<file path="src/hdl/calc_arith_pkg.sv">
package calc_arith_pkg;

    // Datapath word size, all arithmetic wraps at this width
    localparam int operand_width = 16;

    // Shift-and-add iterations, one multiplier bit per cycle
    localparam int mul_cycles    = 16;
    localparam int mul_cnt_width = $clog2(mul_cycles + 1);

    typedef logic [operand_width-1:0] operand_t;

    // One-hot operator code, same as the keypad operator lines
    typedef enum logic [2:0] {
        op_add = 3'b001,
        op_sub = 3'b010,
        op_mul = 3'b100
    } calc_op_t;

    // Request captured by a unit on start
    typedef struct packed {
        operand_t a;
        operand_t b;
        logic     sub;    // Adder only, selects a - b
    } arith_req_t;

    // Response, valid with the done pulse
    typedef struct packed {
        operand_t result;
    } arith_rsp_t;

endpackage

</file>
<file path="src/hdl/keypad_pkg.sv">
package keypad_pkg;

    typedef logic [3:0] digit_t;

    // What the key strobe carries
    typedef enum logic [1:0] {
        key_digit = 2'd0,
        key_op    = 2'd1,
        key_equal = 2'd2
    } key_kind_t;

    // One keypad event, only the field matching kind is meaningful
    typedef struct packed {
        key_kind_t                kind;
        digit_t                   digit;
        calc_arith_pkg::calc_op_t op;
    } key_event_t;

    localparam int     digit_base = 10;     // Decimal entry
    localparam digit_t max_digit  = 4'd9;   // Anything above is dropped

endpackage

</file>
<file path="src/hdl/add_sub_unit.sv">
`timescale 1ns/1ns

module add_sub_unit (
    input  logic                       clk,
    input  logic                       nRST,
    input  logic                       start,
    input  calc_arith_pkg::arith_req_t req,
    output calc_arith_pkg::arith_rsp_t rsp,
    output logic                       done
);
    import calc_arith_pkg::*;

    operand_t sum;          // Combinational add or subtract
    operand_t result_q;     // Held until the next start

    // Both directions wrap modulo 2^16
    always_comb begin
        if (req.sub) begin
            sum = req.a - req.b;
        end else begin
            sum = req.a + req.b;
        end
    end

    // Single-cycle operation, done follows start directly
    always_ff @(posedge clk or negedge nRST) begin
        if (!nRST) begin
            done <= 1'b0;
        end else begin
            done <= start;
        end
    end

    always_ff @(posedge clk) begin
        if (start) begin
            result_q <= sum;    // Capture on start only
        end
    end

    assign rsp = '{result: result_q};

endmodule

</file>
<file path="src/hdl/calc_controller.sv">
`timescale 1ns/1ns

module calc_controller (
    input  logic                       clk,
    input  logic                       nRST,
    input  keypad_pkg::key_event_t     key,
    input  logic                       key_valid,
    output logic                       key_ready,
    output calc_arith_pkg::arith_req_t add_req,
    output calc_arith_pkg::arith_req_t mul_req,
    output logic                       add_start,
    output logic                       mul_start,
    input  calc_arith_pkg::arith_rsp_t add_rsp,
    input  calc_arith_pkg::arith_rsp_t mul_rsp,
    input  logic                       add_done,
    input  logic                       mul_done,
    output logic                       complete,
    output calc_arith_pkg::operand_t   result
);
    import calc_arith_pkg::*;
    import keypad_pkg::*;

    typedef enum logic [2:0] {
        enter_first,     // Waiting for first operand digits or operator
        scale_first,     // Times-ten multiply in flight for operand one
        enter_second,    // Waiting for second operand digits or equal
        scale_second,    // Times-ten multiply in flight for operand two
        execute_wait,    // Final operation running
        show_result      // Result on display, complete set
    } state_t;

    state_t   state;
    state_t   next_state;
    operand_t first_op;
    operand_t second_op;
    operand_t entry_op;       // Operand being extended by the next digit
    operand_t scaled;         // Product plus pending digit
    calc_op_t op_latch;
    digit_t   pending_digit;
    logic     have_digits;    // At least one digit in the current operand
    logic     take;
    logic     digit_ok;
    logic     op_ok;
    logic     take_digit;
    logic     take_op;
    logic     take_equal;
    logic     exec_done;

    assign take     = key_valid && key_ready;
    assign digit_ok = (key.kind == key_digit) && (key.digit <= max_digit);
    assign op_ok    = (key.kind == key_op) && (key.op inside {op_add, op_sub, op_mul});

    // Ready is only high in the entry states, so a digit is always usable
    assign take_digit = take && digit_ok;
    assign take_op    = take && op_ok && (state == enter_first) && have_digits;
    assign take_equal = take && (key.kind == key_equal) && (state == enter_second)
                        && have_digits;

    assign exec_done = (op_latch == op_mul) ? mul_done : add_done;

    // A digit after a shown result starts over from zero
    always_comb begin
        case (state)
            enter_second: entry_op = second_op;
            show_result:  entry_op = '0;
            default:      entry_op = first_op;
        endcase
    end

    assign scaled = mul_rsp.result + operand_t'(pending_digit);

    always_comb begin
        next_state = state;
        case (state)
            enter_first: begin
                if (take_digit) begin
                    next_state = scale_first;
                end else if (take_op) begin
                    next_state = enter_second;
                end
            end
            scale_first: begin
                if (mul_done) begin
                    next_state = enter_first;
                end
            end
            enter_second: begin
                if (take_digit) begin
                    next_state = scale_second;
                end else if (take_equal) begin
                    next_state = execute_wait;
                end
            end
            scale_second: begin
                if (mul_done) begin
                    next_state = enter_second;
                end
            end
            execute_wait: begin
                if (exec_done) begin
                    next_state = show_result;
                end
            end
            show_result: begin
                if (take_digit) begin
                    next_state = scale_first;
                end
            end
            default: begin
                next_state = enter_first;
            end
        endcase
    end

    always_ff @(posedge clk or negedge nRST) begin
        if (!nRST) begin
            state         <= enter_first;
            key_ready     <= 1'b0;
            complete      <= 1'b0;
            result        <= '0;
            first_op      <= '0;
            second_op     <= '0;
            op_latch      <= op_add;
            pending_digit <= '0;
            have_digits   <= 1'b0;
            add_start     <= 1'b0;
            mul_start     <= 1'b0;
        end else begin
            state     <= next_state;
            // Drops for a cycle after an accepted operator
            key_ready <= !take_op &&
                         (next_state inside {enter_first, enter_second, show_result});
            add_start <= 1'b0;
            mul_start <= 1'b0;

            if (take_digit) begin
                pending_digit <= key.digit;
                mul_start     <= 1'b1;          // Times-ten step
                if (state == show_result) begin
                    complete    <= 1'b0;
                    first_op    <= '0;
                    second_op   <= '0;
                    have_digits <= 1'b0;
                end
            end

            if (take_op) begin
                op_latch    <= key.op;
                have_digits <= 1'b0;            // Second operand starts empty
            end

            if (take_equal) begin
                if (op_latch == op_mul) begin
                    mul_start <= 1'b1;
                end else begin
                    add_start <= 1'b1;
                end
            end

            if (mul_done && (state == scale_first)) begin
                first_op    <= scaled;
                have_digits <= 1'b1;
            end
            if (mul_done && (state == scale_second)) begin
                second_op   <= scaled;
                have_digits <= 1'b1;
            end

            if (exec_done && (state == execute_wait)) begin
                result   <= (op_latch == op_mul) ? mul_rsp.result : add_rsp.result;
                complete <= 1'b1;
            end
        end
    end

    // Request payload, sampled by the units with their start strobes
    always_ff @(posedge clk) begin
        if (take_digit) begin
            mul_req <= '{a: entry_op, b: operand_t'(digit_base), sub: 1'b0};
        end else if (take_equal) begin
            mul_req <= '{a: first_op, b: second_op, sub: 1'b0};
            add_req <= '{a: first_op, b: second_op, sub: (op_latch == op_sub)};
        end
    end

endmodule

</file>
<file path="src/hdl/calc_top.sv">
`timescale 1ns/1ns

module calc_top (
    input  logic                     clk,
    input  logic                     nRST,
    input  keypad_pkg::key_event_t   key,
    input  logic                     key_valid,
    output logic                     key_ready,
    output logic                     complete,
    output calc_arith_pkg::operand_t result
);
    import calc_arith_pkg::*;

    arith_req_t add_req;
    arith_req_t mul_req;
    arith_rsp_t add_rsp;
    arith_rsp_t mul_rsp;
    logic       add_start;
    logic       mul_start;
    logic       add_done;
    logic       mul_done;

    calc_controller i_controller (
        .clk       (clk),
        .nRST      (nRST),
        .key       (key),
        .key_valid (key_valid),
        .key_ready (key_ready),
        .add_req   (add_req),
        .mul_req   (mul_req),
        .add_start (add_start),
        .mul_start (mul_start),
        .add_rsp   (add_rsp),
        .mul_rsp   (mul_rsp),
        .add_done  (add_done),
        .mul_done  (mul_done),
        .complete  (complete),
        .result    (result)
    );

    // Add and subtract share this unit
    add_sub_unit i_add_sub (
        .clk   (clk),
        .nRST  (nRST),
        .start (add_start),
        .req   (add_req),
        .rsp   (add_rsp),
        .done  (add_done)
    );

    // Used for digit scaling and for the multiply operator
    seq_multiplier i_mult (
        .clk   (clk),
        .nRST  (nRST),
        .start (mul_start),
        .req   (mul_req),
        .rsp   (mul_rsp),
        .done  (mul_done)
    );

endmodule

</file>
<file path="src/hdl/seq_multiplier.sv">
`timescale 1ns/1ns

module seq_multiplier (
    input  logic                       clk,
    input  logic                       nRST,
    input  logic                       start,
    input  calc_arith_pkg::arith_req_t req,
    output calc_arith_pkg::arith_rsp_t rsp,
    output logic                       done
);
    import calc_arith_pkg::*;

    operand_t                 mcand;     // Multiplicand, shifted left each step
    operand_t                 mplier;    // Multiplier, shifted right each step
    operand_t                 acc;       // Partial product, low bits only
    logic [mul_cnt_width-1:0] count;     // Iterations still to run
    logic                     busy;
    logic                     last_step;

    assign last_step = busy && (count == mul_cnt_width'(1));

    // Iteration control
    always_ff @(posedge clk or negedge nRST) begin
        if (!nRST) begin
            busy  <= 1'b0;
            count <= '0;
            done  <= 1'b0;
        end else begin
            done <= last_step;      // Pulse after the final add
            if (start) begin
                busy  <= 1'b1;
                count <= mul_cnt_width'(mul_cycles);
            end else if (busy) begin
                count <= count - mul_cnt_width'(1);
                if (last_step) begin
                    busy <= 1'b0;
                end
            end
        end
    end

    // Shift-and-add datapath
    always_ff @(posedge clk) begin
        if (start) begin
            mcand  <= req.a;
            mplier <= req.b;
            acc    <= '0;
        end else if (busy) begin
            if (mplier[0]) begin
                acc <= acc + mcand;     // Overflow past bit 15 is dropped
            end
            mcand  <= mcand << 1;
            mplier <= mplier >> 1;
        end
    end

    // Accumulator stays put once busy falls, so the product holds
    assign rsp = '{result: acc};

endmodule

</file>
<file path="config.mk">
export PLATFORM = sky130hd
export DESIGN_NAME = calc_top
export DESIGN_NICKNAME = d
export VERILOG_FILES = /design/src/hdl/calc_arith_pkg.sv /design/src/hdl/keypad_pkg.sv /design/src/hdl/add_sub_unit.sv /design/src/hdl/calc_controller.sv /design/src/hdl/calc_top.sv /design/src/hdl/seq_multiplier.sv
export SDC_FILE = /design/constraint.sdc
export NUM_CORES = 1
export LEC_CHECK = 0
export BUFFER_PORTS_ARGS = -buffer_cell sky130_fd_sc_hd__clkbuf_2
export CAP_MARGIN = 20
export CORE_MARGIN = 2
export CORE_UTILIZATION = 55
export DETAILED_ROUTE_END_ITERATION = 8
export PLACE_DENSITY = 0.72
export SLEW_MARGIN = 5
export SYNTH_ARGS = -nofsm -noshare
export SYNTH_HDL_FRONTEND = slang
export SYNTH_SLANG_ARGS = --single-unit
</file>
<file path="constraint.sdc">
create_clock -name clk -period 4.6 [get_ports clk]
set_input_delay 0.46 -clock clk [delete_from_list [all_inputs] [get_ports clk]]
set_output_delay 0.46 -clock clk [all_outputs]
set_load 0.01 [all_outputs]
</file>
==> results_dict.tcl <==
set metrics [dict create \
    outcome "finished clean" \
    clk_pin_slew_worst_paths_ps 70 \
    yosysUniqueCellTypes 74 \
    tns_ps 0 \
    grt_max_degree 57 \
    cp_data_arrival_time_ps 3700 \
    core_region_area_um2 17200 \
    ys_warn_count 0 \
    drive_gt1_share_pct 14.4 \
    die-area_um2 18500 \
    multi_input_area_um2 4030 \
    synthMostInstantiatedCell "edfxtp_1" \
    p_seq_share_pct 46.4 \
    synthesis.nets 867 \
    cp-start-kind "flop" \
    n_antenna_cell 0 \
    fin_crit_ps 3520 \
    synthArstFlopShare_pct 35.5 \
    worst_clock_skew_ps 11.2 \
    wl_per_cell_um 19.8 \
    p_leak_nw 4.26 \
    path_depth 13 \
    p_clk_share_pct 22.9 \
    synth_edf_count 97 \
    relSlewSlack_pct 37.3 \
    synthCells 815 \
    clkLatencyLatePin_ps 440 \
    die_w_um 136 \
    cp.buffers_inverters 1 \
    fillCellCount 1375 \
    rows 48 \
    grt_setup_unrepaired "false" \
    end_kind "flop" \
    crit_fanout 6 \
    yosysTopAreaCell "edfxtp_1" \
    grt_overflow 0 \
    ys.flop_type "edfxtp_1" \
    internal-power_w 0.00415 \
    maxSlewViolCount 0 \
    p_sw_share_pct 35.6 \
    ys_top_cells_by_area "edfxtp_1 (30%), dfrtp_1 (18%), dfxtp_1 (6.7%)" \
    hold_viol 0 \
    cts_buffers 17 \
    ios 30 \
    cts_buffer_depth 2 \
    crit_path_end "i_add_sub.rsp[15]" \
    startpoint "i_controller.add_req[2]" \
    worstSetupPathType "reg2reg" \
    ys_seq_area_share_pct 55.6 \
    wl_um 21400 \
    dp_slack_ps 1120 \
    fin_ws_ps 1080 \
    ys_ff_latch 200 \
    cpPeakStageDelay_ps 480 \
    cp.required_ps 4780 \
    area_growth_pct 9.59 \
    port_buffers 29 \
    max_cap_viol_count 0 \
    grt_pass1_vias 6337 \
    grt_use_total_pct 24.8 \
    fmax_mhz 284 \
    first_pass_iters 7 \
    r2r-end "i_add_sub.rsp[15]" \
    antenna_found_initial 0 \
    synth.top_cell.area_share_pct 30.4 \
    tightest_slew_ps 940 \
    nNetsFinal 893 \
    cp_cell_sequence "inv_1, ha_1, nand2b_1, or4_1, nor2b_1, xnor2_1, ha_1, a21o_1, or3_1, o21ai_0, nor3b_1, o31ai_1, xnor2_1" \
    finish.utilization_pct 61.2 \
    post-cts-setup-buffers 0 \
    finalSetupViolations 0 \
    ys_top_cells_by_count "edfxtp_1 (97), nand2_1 (72), dfrtp_1 (70)" \
    reg2reg_slack_ps 1080 \
    viasPerCell 5.93 \
    synth.cell_area_um2 9590 \
    route.detailed.drc 0 \
    cts_resized 0 \
    reg2reg_depth 13 \
    r2r_start "i_controller.add_req[2]" \
    grt_pass1_wl_um 34600 \
    vias 6396 \
    seqCellArea_um2 5330 \
    fin_crit_sh_pct 76.5 \
    die_h_um 136 \
    hold_path.class "in2async" \
    cts_num_sinks 200 \
    p_total_w 0.00643 \
    cts_tree "yes" \
    cpMaxStageDelayCell "or4_1" \
    postRouteAntennaNets 0 \
    p_comb_share_pct 30.7 \
    drtIter0Drc 636 \
    crit_family "simple AND/OR/NAND/NOR gates" \
    initial_core_util_pct 55.8 \
    p_per_area_nw_per_um2 612 \
    gp_congestion 0.946 \
    root_buffer "clkbuf_16" \
    dp_hpwl_um 15700 \
    peakVddDrop_uv 345 \
    htree_num_levels 4 \
    cts_hold_buf 0 \
    p_switching_w 0.00229 \
    syn_area_per_cell_um2 11.8 \
]
flip-flops by register name, summed over array words and instances, names as in the netlist, 4 cells and up:
| signal | flops |
|---|---|
| i_mult.mcand | 16 |
| i_controller.second_op | 16 |
| i_add_sub.rsp | 16 |
| i_controller.mul_req | 32 |
| i_controller.result | 16 |
| i_mult.mplier | 16 |
| i_mult.rsp | 16 |
| i_controller.add_req | 33 |
| i_controller.pending_digit | 4 |
| i_controller.first_op | 16 |
| i_mult.count | 5 |
cells by family (layout without fill, tap and decap cells):
| logic type | after synthesis | count (layout) | synth area share (%) |
|---|---|---|---|
| buf+inv | 51 | 90 | 2.43 |
| xor+xnor | 52 | 52 | 4.75 |
| fa+ha+maj | 40 | 40 | 5.46 |
| compound gates | 208 | 208 | 14.5 |
| simple gates | 212 | 212 | 11.3 |
| mux | 52 | 52 | 5.99 |
| flops | 200 | 200 | 55.6 |
cell usage in the layout, fill, tap and decap left out, types with 14 or more instances in the layout:
cell type | synthesis | routed
ha_1 | 37 | 37
inv_1 | 22 | 22
dfxtp_1 | 32 | 32
nor2_1 | 56 | 56
clkbuf_2 | 1 | 28
dfrtp_1 | 70 | 69
o21ai_0 | 49 | 49
xnor2_1 | 40 | 40
mux2_2 | 33 | 33
nor3_1 | 14 | 14
nand2_1 | 72 | 72
clkbuf_16 | 0 | 17
edfxtp_1 | 97 | 97
a22o_1 | 38 | 38
a21oi_1 | 52 | 52
mux2i_1 | 18 | 18
final cells by class:
class | instances | area share, %
repair buffers | 36 | 1.95
clock buffers | 18 | 4.09
multi-input cells | 564 | 38.3
flip-flops and latches | 200 | 50.8
well taps | 225 | 2.68
clock inverters | 14 | 1.39
inverters | 22 | 0.786
worst register-to-register path: cells and delay by family, from the launching register on:
| family | cells | cell delay (ps) |
|---|---|---|
| and+or+nand+nor | 5 | 1370 |
| AOI/OAI and AO/OA | 3 | 580 |
| adders and majority gates | 2 | 520 |
| DFF | 1 | 420 |
| xor gates and xnor gates | 2 | 290 |
| buffers and inverters | 1 | 80 |
layer usage:
metal	up-vias	share of wire [%]	GRT usage, %	routed length, um
li1	3062	-	-	-
met1	3093	43	32.7	9240
met2	199	49	40.7	10400
met3	42	5.1	4.40	1080
met4	0	2.9	10.6	623
met5	-	0	0	0
power groups by stage:
stage | clock network, W | logic, W | registers, W
floorplan | 0 | 0.00160 | 0.00275
global placement | 0 | 0.00187 | 0.00300
detailed placement | 0 | 0.00195 | 0.00302
CTS | 0.00149 | 0.00196 | 0.00298
global route | 0.00156 | 0.00221 | 0.00304
finish | 0.00147 | 0.00197 | 0.00299
through the flow:
step,cells,area (um^2),hold WS [ps]
6_report,1079,10500,153
2_1_floorplan,815,9590,164
3_5_place_dp,1046,9910,458
4_1_cts,1078,10500,182
3_3_place_gp,1046,9910,450
5_1_grt,1079,10500,218
worst min path at each step:
| stage | slack (ps) | start | cells after the start | end |
|---|---|---|---|---|
| floorplan | 160 | nRST | 0 | i_add_sub.done |
| global placement | 450 | i_controller.mul_req[16] | 1 | i_controller.mul_req[16] |
| detailed placement | 460 | i_controller.mul_req[13] | 1 | i_controller.mul_req[13] |
| CTS | 180 | nRST | 1 | i_controller.state[2] |
| global route | 220 | nRST | 1 | i_controller.state[2] |
| finish | 150 | nRST | 1 | i_controller.state[2] |
(Power assumes the default switching activity.)
